$ cat config.mk
export PLATFORM = sky130hd
export DESIGN_NAME = uart_top
export DESIGN_NICKNAME = d
export VERILOG_FILES = /design/src/hw/uart_pkg.sv /design/src/hw/uart_baud_tick.sv /design/src/hw/uart_receiver.sv /design/src/hw/uart_top.sv /design/src/hw/uart_transmitter.sv
export VERILOG_INCLUDE_DIRS = /design/src /design/src/hw
export SDC_FILE = /design/constraint.sdc
export NUM_CORES = 1
export LEC_CHECK = 0
export BUFFER_PORTS_ARGS = -buffer_cell sky130_fd_sc_hd__buf_4
export CAP_MARGIN = 10
export CORE_ASPECT_RATIO = 0.5
export CORE_MARGIN = 5
export CORE_UTILIZATION = 58
export CTS_CLUSTER_DIAMETER = 80
export DETAILED_ROUTE_END_ITERATION = 8
export GPL_TIMING_DRIVEN = 0
export PLACE_DENSITY = 0.76
export SLEW_MARGIN = 20
export SYNTH_ARGS = -nofsm -noshare
export SYNTH_HDL_FRONTEND = slang
export SYNTH_SLANG_ARGS = --single-unit
$ cat constraint.sdc
create_clock -name iCLOCK -period 2.25 [get_ports iCLOCK]
set_clock_uncertainty 0.1 [all_clocks]
set_input_delay 0.1125 -clock iCLOCK [delete_from_list [all_inputs] [get_ports iCLOCK]]
set_output_delay 0.1125 -clock iCLOCK [all_outputs]
set_load 0.05 [all_outputs]
$ cat src/hw/uart_params.svh
////////////////////////////////////////////////////////////
// Defaults for the UART subsystem
// The divisor is clock / bit rate / 4 - 1 and must be >= 4
// Oversampling is fixed at 4 ticks per bit; RTL relies on it
////////////////////////////////////////////////////////////

`ifndef UART_PARAMS_SVH
`define UART_PARAMS_SVH

// 50 MHz clock at 115200 bit/s
`define UART_BAUD_COUNT_DEFAULT 13'd108

// Ticks per bit, a limit of the 2-bit sub-tick counters
`define UART_OVERSAMPLE 4

// Smallest divisor the engines are meant to run with
`define UART_BAUD_COUNT_MIN 13'd4

`endif

$ cat src/hw/uart_pkg.sv
////////////////////////////////////////////////////////////
// Shared types of the UART subsystem
// Frame position runs 0 (start) .. 9 (stop)
////////////////////////////////////////////////////////////

package uart_pkg;

	// Data byte
	typedef logic [7:0] uart_byte_t;

	// Divisor of the tick generator
	typedef logic [12:0] baud_count_t;

	// Frame position, 1..8 are data bits
	typedef logic [3:0] bit_index_t;

	// Tick position within one bit
	typedef logic [1:0] sub_tick_t;

	// Transmit FSM
	typedef enum logic {TX_IDLE, TX_SEND} tx_state_t;

	// Receive FSM
	typedef enum logic [1:0] {RX_IDLE, RX_START, RX_DATA, RX_STOP} rx_state_t;

endpackage

$ cat src/hw/uart_baud_tick.sv
////////////////////////////////////////////////////////////
// Oversampling tick at 4x the bit rate
// Period is divisor + 1 cycles, divisor must be >= 4
// A changed external divisor applies once the count reaches it
////////////////////////////////////////////////////////////

`timescale 1ns/1ns
`default_nettype none

`include "uart_params.svh"

module uart_baud_tick #(
	parameter bit baud_fixed = 1'b1
) (
	input  logic                  iCLOCK,
	input  logic                  inRESET,
	input  uart_pkg::baud_count_t ext_baud_count,
	output logic                  baud_tick
);
	import uart_pkg::*;

	baud_count_t divisor;
	baud_count_t count;

	// Fixed default or external divisor
	assign divisor = baud_fixed ? `UART_BAUD_COUNT_DEFAULT : ext_baud_count;

	always_ff @(posedge iCLOCK or negedge inRESET) begin
		if (!inRESET) begin
			count <= '0;
			baud_tick <= 1'b0;
		end else if (count >= divisor) begin
			// Also restarts when the divisor shrank below the count
			count <= '0;
			baud_tick <= 1'b1;
		end else begin
			count <= count + 13'd1;
			baud_tick <= 1'b0;
		end
	end

	// Short divisors leave the engines no time between ticks
	a_divisor_min: assert property (@(posedge iCLOCK) disable iff (!inRESET)
		divisor >= `UART_BAUD_COUNT_MIN)
		else $error("baud divisor %0d below minimum", divisor);

endmodule

`default_nettype wire

$ cat src/hw/uart_receiver.sv
////////////////////////////////////////////////////////////
// 8N1 receiver, 4x oversampled, one sample per bit
// Needs a falling edge to start; start low is confirmed
// Byte is reported at the stop bit's mid-sample
////////////////////////////////////////////////////////////

`timescale 1ns/1ns
`default_nettype none

`include "uart_params.svh"

module uart_receiver (
	input  logic                 iCLOCK,
	input  logic                 inRESET,
	input  logic                 baud_tick,
	input  logic                 rxd,
	output logic                 rx_valid,
	output uart_pkg::uart_byte_t rx_data,
	output logic                 rx_frame_err
);
	import uart_pkg::*;

	// Second tick of each bit
	localparam sub_tick_t sub_mid = sub_tick_t'(`UART_OVERSAMPLE / 2 - 1);
	localparam bit_index_t bit_last_data = 4'd8;
	localparam bit_index_t bit_stop = 4'd9;

	rx_state_t  state;
	bit_index_t bit_idx;
	sub_tick_t  sub_tick;
	uart_byte_t shift_q;

	// Synchronizer and edge history
	logic rxd_meta;
	logic rxd_sync;
	logic rxd_prev;

	logic fall_edge;
	logic mid_sample;

	assign fall_edge = rxd_prev && !rxd_sync;
	assign mid_sample = baud_tick && (sub_tick == sub_mid);

	always_ff @(posedge iCLOCK or negedge inRESET) begin
		if (!inRESET) begin
			// Line idles high
			rxd_meta <= 1'b1;
			rxd_sync <= 1'b1;
			rxd_prev <= 1'b1;
		end else begin
			rxd_meta <= rxd;
			rxd_sync <= rxd_meta;
			rxd_prev <= rxd_sync;
		end
	end

	// Data bits in LSB first
	always_ff @(posedge iCLOCK) begin
		if (state == RX_DATA && mid_sample) begin
			shift_q <= {rxd_sync, shift_q[7:1]};
		end
	end

	always_ff @(posedge iCLOCK or negedge inRESET) begin
		if (!inRESET) begin
			state <= RX_IDLE;
			bit_idx <= '0;
			sub_tick <= '0;
			rx_valid <= 1'b0;
			rx_data <= '0;
			rx_frame_err <= 1'b0;
		end else begin
			rx_valid <= 1'b0;
			// Tick phase is counted from the start edge
			if (baud_tick) begin
				sub_tick <= sub_tick + 2'd1;
			end
			case (state)
				RX_IDLE: begin
					sub_tick <= '0;
					bit_idx <= '0;
					if (fall_edge) begin
						state <= RX_START;
					end
				end
				RX_START: begin
					if (mid_sample) begin
						if (rxd_sync) begin
							// Glitch, drop without a pulse
							state <= RX_IDLE;
						end else begin
							state <= RX_DATA;
							bit_idx <= 4'd1;
						end
					end
				end
				RX_DATA: begin
					if (mid_sample) begin
						if (bit_idx == bit_last_data) begin
							state <= RX_STOP;
							bit_idx <= bit_stop;
						end else begin
							bit_idx <= bit_idx + 4'd1;
						end
					end
				end
				RX_STOP: begin
					if (mid_sample) begin
						// Report, low stop bit flags a framing error
						rx_valid <= 1'b1;
						rx_data <= shift_q;
						rx_frame_err <= !rxd_sync;
						state <= RX_IDLE;
					end
				end
				default: begin
					state <= RX_IDLE;
				end
			endcase
		end
	end

	// One pulse per frame
	a_valid_single: assert property (@(posedge iCLOCK) disable iff (!inRESET)
		rx_valid |=> !rx_valid)
		else $error("rx_valid high for two cycles");

endmodule

`default_nettype wire

$ cat src/hw/uart_top.sv
////////////////////////////////////////////////////////////
// UART subsystem, one tick shared by both engines
// baud_fixed = 0 takes the divisor from ext_baud_count
// Change the divisor only while both engines are idle
////////////////////////////////////////////////////////////

`timescale 1ns/1ns
`default_nettype none

module uart_top #(
	parameter bit baud_fixed = 1'b0
) (
	input  logic                  iCLOCK,
	input  logic                  inRESET,
	input  uart_pkg::baud_count_t ext_baud_count,
	input  logic                  tx_req,
	input  uart_pkg::uart_byte_t  tx_data,
	output logic                  tx_busy,
	output logic                  txd,
	input  logic                  rxd,
	output logic                  rx_valid,
	output uart_pkg::uart_byte_t  rx_data,
	output logic                  rx_frame_err
);

	// 4x oversampling enable
	logic baud_tick;

	uart_baud_tick #(
		.baud_fixed(baud_fixed)
	) i_baud_tick (
		.iCLOCK(iCLOCK),
		.inRESET(inRESET),
		.ext_baud_count(ext_baud_count),
		.baud_tick(baud_tick)
	);

	uart_transmitter i_tx (
		.iCLOCK(iCLOCK),
		.inRESET(inRESET),
		.baud_tick(baud_tick),
		.tx_req(tx_req),
		.tx_data(tx_data),
		.tx_busy(tx_busy),
		.txd(txd)
	);

	// Same tick, so loopback works at any divisor
	uart_receiver i_rx (
		.iCLOCK(iCLOCK),
		.inRESET(inRESET),
		.baud_tick(baud_tick),
		.rxd(rxd),
		.rx_valid(rx_valid),
		.rx_data(rx_data),
		.rx_frame_err(rx_frame_err)
	);

endmodule

`default_nettype wire

$ cat src/hw/uart_transmitter.sv
////////////////////////////////////////////////////////////
// 8N1 transmitter sending LSB first on the 4x tick
// Requests while busy are dropped and never queued
// Frame is 40 ticks plus up to one tick of start latency
////////////////////////////////////////////////////////////

`timescale 1ns/1ns
`default_nettype none

`include "uart_params.svh"

module uart_transmitter (
	input  logic                 iCLOCK,
	input  logic                 inRESET,
	input  logic                 baud_tick,
	input  logic                 tx_req,
	input  uart_pkg::uart_byte_t tx_data,
	output logic                 tx_busy,
	output logic                 txd
);
	import uart_pkg::*;

	// Last tick of a bit
	localparam sub_tick_t sub_last = sub_tick_t'(`UART_OVERSAMPLE - 1);
	// Stop bit position
	localparam bit_index_t bit_stop = 4'd9;

	tx_state_t  state;
	logic       busy_q;
	uart_byte_t data_q;
	bit_index_t bit_idx;
	sub_tick_t  sub_tick;

	// Line level for a frame position
	function automatic logic frame_bit(input bit_index_t idx, input uart_byte_t data);
		logic level;
		if (idx == 4'd0) begin
			// Start bit
			level = 1'b0;
		end else if (idx <= 4'd8) begin
			level = data[3'(idx - 4'd1)];
		end else begin
			// Stop bit
			level = 1'b1;
		end
		return level;
	endfunction

	// Byte is captured only on an accepted request
	always_ff @(posedge iCLOCK) begin
		if (tx_req && !busy_q) begin
			data_q <= tx_data;
		end
	end

	always_ff @(posedge iCLOCK or negedge inRESET) begin
		if (!inRESET) begin
			state <= TX_IDLE;
			busy_q <= 1'b0;
			bit_idx <= '0;
			sub_tick <= '0;
		end else begin
			case (state)
				TX_IDLE: begin
					if (!busy_q) begin
						// Accept
						if (tx_req) begin
							busy_q <= 1'b1;
						end
					end else if (baud_tick) begin
						// Pending request starts its start bit on this tick
						state <= TX_SEND;
						bit_idx <= '0;
						sub_tick <= '0;
					end
				end
				TX_SEND: begin
					if (baud_tick) begin
						if (sub_tick == sub_last) begin
							sub_tick <= '0;
							if (bit_idx == bit_stop) begin
								// Stop bit done
								state <= TX_IDLE;
								busy_q <= 1'b0;
							end else begin
								bit_idx <= bit_idx + 4'd1;
							end
						end else begin
							sub_tick <= sub_tick + 2'd1;
						end
					end
				end
				default: begin
					state <= TX_IDLE;
				end
			endcase
		end
	end

	assign tx_busy = busy_q;
	// Idle line is high
	assign txd = (state == TX_SEND) ? frame_bit(bit_idx, data_q) : 1'b1;

	// No frame pending keeps the line high
	a_txd_idle_high: assert property (@(posedge iCLOCK) disable iff (!inRESET)
		!tx_busy |-> txd)
		else $error("txd low while transmitter idle");

	// Busy only falls at the end of the stop bit
	a_busy_whole_frame: assert property (@(posedge iCLOCK) disable iff (!inRESET)
		$fell(tx_busy) |-> $past(state == TX_SEND && bit_idx == bit_stop &&
			sub_tick == sub_last && baud_tick))
		else $error("tx_busy dropped mid-frame");

endmodule

`default_nettype wire

# After elaboration in Yosys (flattened, before gate mapping)
# Index checks and enable logic that the tools add are counted.
[totals] regBits=59 elab_cells=108
[classes] addsub=6 n_lt_le_gt_ge=3 eq_ne=19 muxes=46 bitwise=1 reduce_logical=16
[ops] cell="$mux 4" n=9
[ops] cell="$mux 2" n=12
[ops] cell="$mux 1" n=17
[ops] cell="$ne 2x2->1 const B" n=7
[ops] cell="$add 13x1->13 const B" n=1
[ops] cell="$ge 13x13->1" n=1
[ops] cell="$mux 13" n=1
[ops] cell="$pmux 4 s3" n=1
[ops] cell="$ne 2x1->1 const B" n=5
[ops] cell="$reduce_and 5->1" n=2
[ops] cell="$add 4x1->4 const B" n=2
[ops] cell="$eq 4x4->1 const B" n=2
[ops] cell="$pmux 2 s4" n=1
[ops] cell="$pmux 4 s2" n=1
[ops] cell="$eq 2x2->1 const B" n=3
[ops] cell="$reduce_and 3->1" n=2
[ops] cell="$add 2x1->2 const B" n=2
[ops] cell="$eq 2x1->1 const B" n=2
[ops] cell="$le 4x4->1 const B" n=1
[ops] cell="$logic_and 1x1->1" n=4
[ops] cell="$logic_not 4->1" n=1
[ops] cell="$lt 3x4->1 const B" n=1
[ops] cell="$pmux 1 s2" n=2
[ops] cell="$pmux 2 s2" n=1
[ops] cell="9 further kinds" n=10

# Depth between registers and ports, before layout
# Gate-level depths: netlist of the first run.
[logic_depth] ltp_word=6 depth_mapped=8 depth_no_buf=7

# Modules after synthesis
# A second synthesis of the first run with hierarchy kept.
[unflattened] cells_unflattened=267 area_unflattened_um2=3159.3
[modules_own_cells] module="uart_receiver" instances=1 cells_each=91 area_per_inst_um2=1227.4 seq_area_each_um2=769.5
[modules_own_cells] module="uart_baud_tick" instances=1 cells_each=105 area_per_inst_um2=1094.8 seq_area_each_um2=350.3
[modules_own_cells] module="uart_transmitter" instances=1 cells_each=71 area_per_inst_um2=837.1 seq_area_each_um2=440.4

# Worst setup path before layout of the first run
# OpenSTA, ideal clock, no wires.
[synth_path] path_kind="reg-to-output" from="register i_tx.bit_idx[0]" to="output txd" t_arrival_ps=2046 t_required_ps=2037 setup_slack_ps=-9 stages_incl_launch_ff=8 n_path_buf=1 cell_sequence="dfrtp_1 > buf_6 > inv_1 > ha_1 > xor2_1 > mux4_1 > mux2i_1 > a31oi_1"
[synth_between] elab_chain_len=6 elab_cells_between_ends=8 cone_classes="1 x add/sub; 1 x order compare; 5 x mux; 1 x reduce/logical"
[synth_rtl] element="start, declared" line="uart_transmitter.sv:31" source="bit_index_t bit_idx;"
[synth_rtl] element="start signal, assigned" line="uart_transmitter.sv:86" source="bit_idx <= bit_idx + 4'd1;"
[synth_rtl] element="$sub 3x1->3" line="uart_transmitter.sv:41" source="level = data[3'(idx - 4'd1)];"
[synth_rtl] element="$bmux 1 s3" line="uart_transmitter.sv:41"
[synth_rtl] element="$mux 1 (implied by the code)" line="uart_transmitter.sv:41"
[synth_rtl] element="$mux 1" line="uart_transmitter.sv:40" source="end else if (idx <= 4'd8) begin"
[synth_rtl] element="$mux 1 (*)" line="uart_transmitter.sv:37" source="if (idx == 4'd0) begin"
[synth_rtl] element="$mux 1 (*)" line="uart_transmitter.sv:102" source="assign txd = (state == TX_SEND) ? frame_bit(bit_idx, data_q) : 1'b1;"
[synth_rtl] element="end, declared" line="uart_top.sv:19" source="output logic txd,"
# Every way passes the cells marked *; elsewhere a longest branch is shown, timed or not. The select of a mux whose other input is x is not followed.

# Worst setup path after layout of the first run
# Ends and elaborated chain as after synthesis.

==> impl_results.md, run 1 <==
* Crit end category: output port
* Total nets after synthesis at 311
* Antenna violations before repair at 0
* Crit path from: i_tx.bit_idx[0]
* Vias in the first global route at 2194
* Sequential element share of the synthesized area at 52.2%
* P_int at 2030 uW
* Via/cell ratio at 5.30
* Pwr Density at 785 nW/um^2
* Setup slack, reg-to-reg at 0.13 ns
* Fin cells at 398
* TNS Setup at -0.0361 ns
* DP HPWL at 3870 um
* Initial Util at 60.3%
* Clk pwr share at 31.1%
* Synth Area per Inst at 11.5 sq um
* Req. time, crit path at 2.04 ns
* Period minus WS final at 2.29 ns
* Drt pass-1 iters at 4
* Max-slew violation count at 0
* Initial DRC count at 58
* Synth Flop Type: dfrtp_1
* Crit path buffers/inverters at 3
* Reg2Reg Launch Point: i_baud_tick.count[6]
* Cell depth of the worst flop-to-flop path at 7
* WP depth at 8
* CTS Buf Count at 9
* Crit path max-delay family: multiplexers
* Status: complete, but fails checks
* Worst path most repeated cell: buf_6
* Combinational cell fraction of total power at 23.3%
* Count of cell types in the netlist at 45
* FMAX at 437 MHz
* Fin nets at 374
* Post-synthesis mux area share at 7.95%
* Crit path largest cell delay at 0.39 ns
* Switching power total at 878 uW
* CTS Root Cell: clkbuf_8
* I/O Pins at 37
* Post-Synth Simple-Gate Area at 12.6%
* Routed wire per std cell at 14.2 um
* Gr usage total at 18.7%
* R2r endpoint: i_baud_tick.count[10]
* Final hold vios at 0
* Leak at 0.00176 uW
* Row cnt at 18
* Placeable Area at 4950 sq um
* Worst-path clk slew at 0.07 ns
* Share of cells above drive strength 1 at 26.5%
* Clock Tree Buf Depth at 2
* RSZ-0062 raised after global routing: yes
* Clock tree from TritonCTS: yes
* Die Y at 60.8 um
* Violated checks: setup timing
* Most common cell after layout, fill and taps aside: buf_4
* Main combinational cell family by area after synthesis: simple AND/OR/NAND/NOR gates
* Switching Fraction at 30.2%
* Area delta synth->final at 24.0%
* DRC errors left at 0
* Total grt overflow at 0
* Worst-Skew Late Latency at 0.33 ns
* Setup violators final at 1
* CP Launch Type: register
* Most frequent cells in the layout: buf_4, dfrtp_1, nor2_1, ha_1, inv_1
* Routed Antenna Nets at 0
* #FFs+latches synth at 59
* Die Area at 6780 sq um
* Least-Margin Pin Slew at 0.727 ns
* Crit path capture: txd
* Data arrival time of the worst path at 2.07 ns
* Warnings, synthesis at 0
* Largest net degree at the start of global routing at 44
* GP Congestion at 0.784
* Hold slack at 0.194 ns
* Period utilization at 102%
* Synth Area in Adders at 10.9%
* Routed vias at 2108
* Placed Cells at 366
* Cell area after synthesis at 2990 sq um
* CP Max Fanout at 6
* Xor/xnor cell area share of the yosys netlist at 4.40%
* H-tree depth at 3
* Hold Path Class: input pin to register
* Peak VDD IR at 0.476 mV
* Ys async rst share at 72.9%
* Compound-Gate Fraction of Synth Area at 7.45%
* First-pass GRT wire length at 9880 um
* Routed wire length at 5640 um
* Rel. slew slack at 51.4%
* Critical path class: register to output port
* N_diodes at 0
* Crit path cell chain: buf_6 > inv_4 > ha_4 > mux4_2 > mux2_4 > a211oi_2 > a31oi_2 > buf_6
* Setup slack after layout at -0.0361 ns
* Clock sinks at 59
* Flop pwr share at 45.6%
* Number of synthesized flops with an enable pin at 16
* Crit-path slowest cell: dfrtp_1
* Max Cap Viol at 0
* Die width at 112 um
* Post-Syn Instances at 260
* # port buffers at 36
-- what timing repair did --
action / 4_1_cts / 5_1_grt
endpoints found under the setup margin: 1 / 10
hold buffers: 11 / 0
buffers inserted: 4 / 1
pin swaps: 2 / 0
resized for setup: 11 / 2
hold endpoints to repair: 50 / 0
-- Yosys cell counts, drive strengths merged (2+ instances only) --
cell type	instances	area, sq um
nand4	4	25.0
xnor2	7	61.3
mux4	4	105
o21ai	10	53.8
and3	3	20.0
a21oi	5	25.0
edfxtp	16	480
ha	26	325
a31oi	2	12.5
inv	26	97.6
dfstp	3	78.8
mux2i	2	20.0
nor2	25	93.8
mux2	10	113
a32o	2	20.0
nand2b	2	12.5
xor2	8	70.1
clkbuf	2	7.51
nand2	22	82.6
o21a	2	15.0
nand3	14	70.1
buf	4	31.3
o22ai	2	12.5
dfrtp	40	1000
a21o	3	22.5
-- metrics by stage --
step	util (%)	power (uW)	area, sq um	setup WS, ns
5_1_grt	74.8	3100	3710	-0.141
6_report	74.8	2910	3710	-0.0361
3_3_place_gp	67.7	1930	3350	0.133
2_1_floorplan	-	1790	3000	0.243
4_1_cts	74.6	2930	3700	-0.0499
3_5_place_dp	67.7	1980	3350	0.0917
-- state kept, by name (all words and copies together) (netlist names), 2 cells and up, named ones only --
| signal | count |
|---|---|
| i_baud_tick.count | 13 |
| i_rx.bit_idx | 4 |
| i_rx.rx_data | 8 |
| i_rx.shift_q | 8 |
| i_rx.sub_tick | 2 |
| i_tx.bit_idx | 4 |
| i_tx.data_q | 8 |
| i_tx.sub_tick | 2 |
-- layout make-up --
type	instances	area [sq um]
Multi-Input combinational cell	169	1310
Buffer	6	38.8
Timing Repair Buffer	52	422
Sequential cell	59	1560
Inverter	26	100
Clock inverter	6	56.3
Clock buffer	10	128
Tap cell	70	87.6
Fill cell	355	1250
-- layer usage --
layer  GRT usage (%)  share of wire, %  up-vias
met5               0                 0        -
met4            8.49               1.6        0
met3            5.08               2.9       11
met2            33.9                51       38
met1            21.6                44     1028
li1                -                 -     1031
-- how the worst min path moves through the flow --
stage / start / to / slack, ns / depth (start not counted)
final: ext_baud_count[12] / i_baud_tick.count[12] / 0.19 / 6
after global routing: ext_baud_count[12] / i_baud_tick.count[12] / 0.22 / 6
after CTS: inRESET / i_baud_tick.baud_tick / 0.22 / 2
after detailed placement: inRESET / i_baud_tick.count[4] / 0.04 / 1
after global placement: inRESET / i_baud_tick.count[3] / 0.03 / 1
after floorplan: inRESET / asynchronous set/reset pin / -0.28 / 0
-- power by group through the flow --
stage          clock network [uW]  registers, uW  logic [uW]
2_1_floorplan                   0           1310         474
3_3_place_gp                    0           1340         595
3_5_place_dp                    0           1340         637
4_1_cts                       926           1320         683
5_1_grt                       975           1340         783
6_report                      904           1330         678
-- cell families (layout without fill, tap and decap cells) --
family | after synthesis | after routing
xor gates and xnor gates | 15 | 15
and+or+nand+nor | 80 | 80
buffers and inverters | 32 | 100
AOI/OAI and AO/OA | 32 | 32
DFF | 59 | 59
adders and majority gates | 26 | 26
muxes | 16 | 16
-- tightest hold or removal path: cells and delay by family --
family	cells	cell delay (ns)
fa+ha+maj	1	0.16
buf+inv	2	0.16
simple gates	1	0.05
compound gates	2	0.12
Note: power is estimated with default switching activity, not from simulation.
==> run 2, diff against run 1 <==
- ABC_AREA: not set -> 1
- PLACE_DENSITY: 0.76 -> 0.75
==> run 2 against run 1 <==
Compared with the run above:
- the run now ends clean
- critical path depth is 1 higher
- fmax is 6.8% higher
- combinational power is 34% higher
- die area is 3.3% higher
- utilization is 1.7 points higher
- via count is 15% higher
- first-iteration DRC count grew to 2.5 times the previous value
- largest cell class unchanged
- highest routed layer unchanged
==> impl_results.md, run 2 <==
* Status: complete, no violations
* Period utilization at 95.1%
* DRC errors left at 0
* Multi-input logic area at 1330 sq um
* Hold Path Class: input pin to register
* Critical path class: register to output port
* Drt pass-1 iters at 5
* Total grt overflow at 0
* Hold endpoint: i_tx.tx_busy
* Placeable Area at 5040 sq um
* Period minus WS final at 2.14 ns
* Post-Syn Instances at 341
* Warnings, synthesis at 0
* Xor/xnor cell area share of the yosys netlist at 3.67%
* Worst path most repeated cell: nor2_1
* Routed vias at 2414
* Antenna violations before repair at 0
* Routed wire per std cell at 12.8 um
* Cell area after synthesis at 3100 sq um
* # port buffers at 36
* Data arrival time of the worst path at 1.93 ns
* Post-Synth Simple-Gate Area at 23.3%
* CTS Root Cell: clkbuf_8
* DP HPWL at 4280 um
* Fin cells at 478
* Filler cells at 362
* Setup slack after layout at 0.109 ns
* Fin area at 3860 sq um
* Crit path from: i_tx.bit_idx[0]
* Clock tree from TritonCTS: yes
* Largest area contributor in the netlist: dfrtp_1
* Area delta synth->final at 24.4%
* Crit path cell chain: clkinvlp_4 > ha_4 > inv_1 > nor2_1 > o21ai_0 > nand2_1 > nor2_1 > o21ai_1 > buf_6
* Pwr Density at 878 nW/um^2
* Clock sinks at 59
* Most frequent cells in the layout: nand2_1, inv_1, buf_4, dfrtp_1, ha_1
* Ys async rst share at 72.9%
* Max-slew violation count at 0
* CTS Buf Count at 9
* Synth area leaders: dfrtp_1, edfxtp_1, nand2_1
* Share of cells above drive strength 1 at 22.8%
* Via/cell ratio at 5.05
* Synth top cells by count: nand2_1, inv_1, dfrtp_1
* Reg2Reg Launch Point: i_rx.state[0]
* Rel. slew slack at 53.7%
* Dpl ws at 0.320 ns
* Initial DRC count at 147
* Synth Area in Adders at 10.5%
* Initial Util at 61.5%
* First-pass GRT wire length at 10100 um
* Req. time, crit path at 2.04 ns
* Reg area at 1560 sq um
* Die Y at 61.7 um
* Main combinational cell family by area after synthesis: simple AND/OR/NAND/NOR gates
* FMAX at 467 MHz
* Routed Antenna Nets at 0
* Fin nets at 454
* Gr usage total at 18.8%
* Worst-path clk slew at 0.06 ns
* Largest net degree at the start of global routing at 44
* Max Cap Viol at 0
* Synth Flop Type: dfrtp_1
* Area after DPL at 3460 sq um
* Setup slack, reg-to-reg at 0.35 ns
* Final hold vios at 0
* Most flops, register: i_baud_tick.count
* R2r endpoint: i_rx.shift_q[0]
* Compound-Gate Fraction of Synth Area at 5.13%
* Clock Tree Buf Depth at 2
* Least-Margin Pin Slew at 0.691 ns
* Cell depth of the worst flop-to-flop path at 4
* Hold path start: tx_req
* Setup violators final at 0
* Die width at 113 um
* Crit-path slowest cell: dfrtp_2
* N_diodes at 0
* #FFs+latches synth at 59
* Routed wire length at 6100 um
* Crit end category: output port
* Sequential element share of the synthesized area at 50.3%
* GP Congestion at 0.798
* Hold Path Depth at 5
* Synth Area per Inst at 9.09 sq um
* I/O Pins at 37
* Share of the synthesized area in the top cell type at 32.3%
* Count of cell types in the netlist at 27
* Most common cell after layout, fill and taps aside: nand2_1
* Row cnt at 18
* Crit path largest cell delay at 0.41 ns
* CP Launch Type: register
* CP Max Fanout at 5
* Die Area at 7000 sq um
* H-tree depth at 3
* Peak VDD IR at 0.454 mV
* Worst-Skew Late Latency at 0.33 ns
* Max FFs per register at 13
* Hold slack at 0.0594 ns
* Most frequent cell after synthesis: nand2_1
* Post-synthesis mux area share at 0%
* Total nets after synthesis at 392
* Number of synthesized flops with an enable pin at 16
* Placed Cells at 447
* Vias in the first global route at 2334
* Leak at 0.00191 uW
[run 2: cells by family after synthesis]
kind of cell	count (synthesis)
flip-flops	59
AND/OR/NAND/NOR	159
XOR/XNOR	13
AO/OA/AOI/OAI	30
buffers and inverters	54
adder cells (fa/ha/maj)	26
[run 2: power breakdown]
part | internal, uW | switching (uW)
registers | 1210 | 126
clock network | 733 | 410
logic | 373 | 537
[run 2: what timing repair did]
action,4_1_cts,5_1_grt
buffers inserted,0,5
hold endpoints to repair,49,0
gates resized for setup,1,3
setup endpoints to repair,1,1
hold buffers,10,0
[run 2: routing by layer]
layer | GRT usage (%) | vias up | share of wire [%]
met5 | 0 | - | 0
met4 | 6.34 | 0 | 1.1
met3 | 6.29 | 7 | 3.5
met2 | 34.7 | 40 | 52
met1 | 21.3 | 1150 | 44
li1 | - | 1217 | -
[run 2: worst max-delay path by stage]
stage                      to  slack, ns  cells past startpoint
final                     txd       0.11                      9
after global routing      txd      -0.04                      9
after CTS                 txd       0.03                      9
after detailed placement  txd       0.32                      9
after global placement    txd       0.36                      9
after floorplan           txd       0.12                      8
[run 2: area by class of cell]
class                           count  share of cell area (%)
Buffer                              2                   0.584
Clock buffer                        9                    3.21
Clock inverter                      7                    3.02
Inverter                           52                    5.22
Multi-Input combinational cell    228                    34.5
Sequential cell                    59                    40.5
Tap cell                           70                    2.27
Timing Repair Buffer               51                    10.7
[run 2: metrics by stage]
stage,total power [uW],utilization (%),setup TNS [ns]
finish,3390,76.5,0
global route,3620,76.5,-0.0418
CTS,3370,75.3,0
detailed placement,2210,68.6,0
global placement,2150,68.6,0
floorplan,1980,-,0
[run 2: worst max-delay path, delay by kind of cell, from the launching register on]
family / cells / cell delay (ns)
AO/OA/AOI/OAI: 2 / 0.27
buffers and inverters: 3 / 0.41
AND/OR/NAND/NOR: 3 / 0.20
adder cells (fa/ha/maj): 1 / 0.31
flip-flops: 1 / 0.41
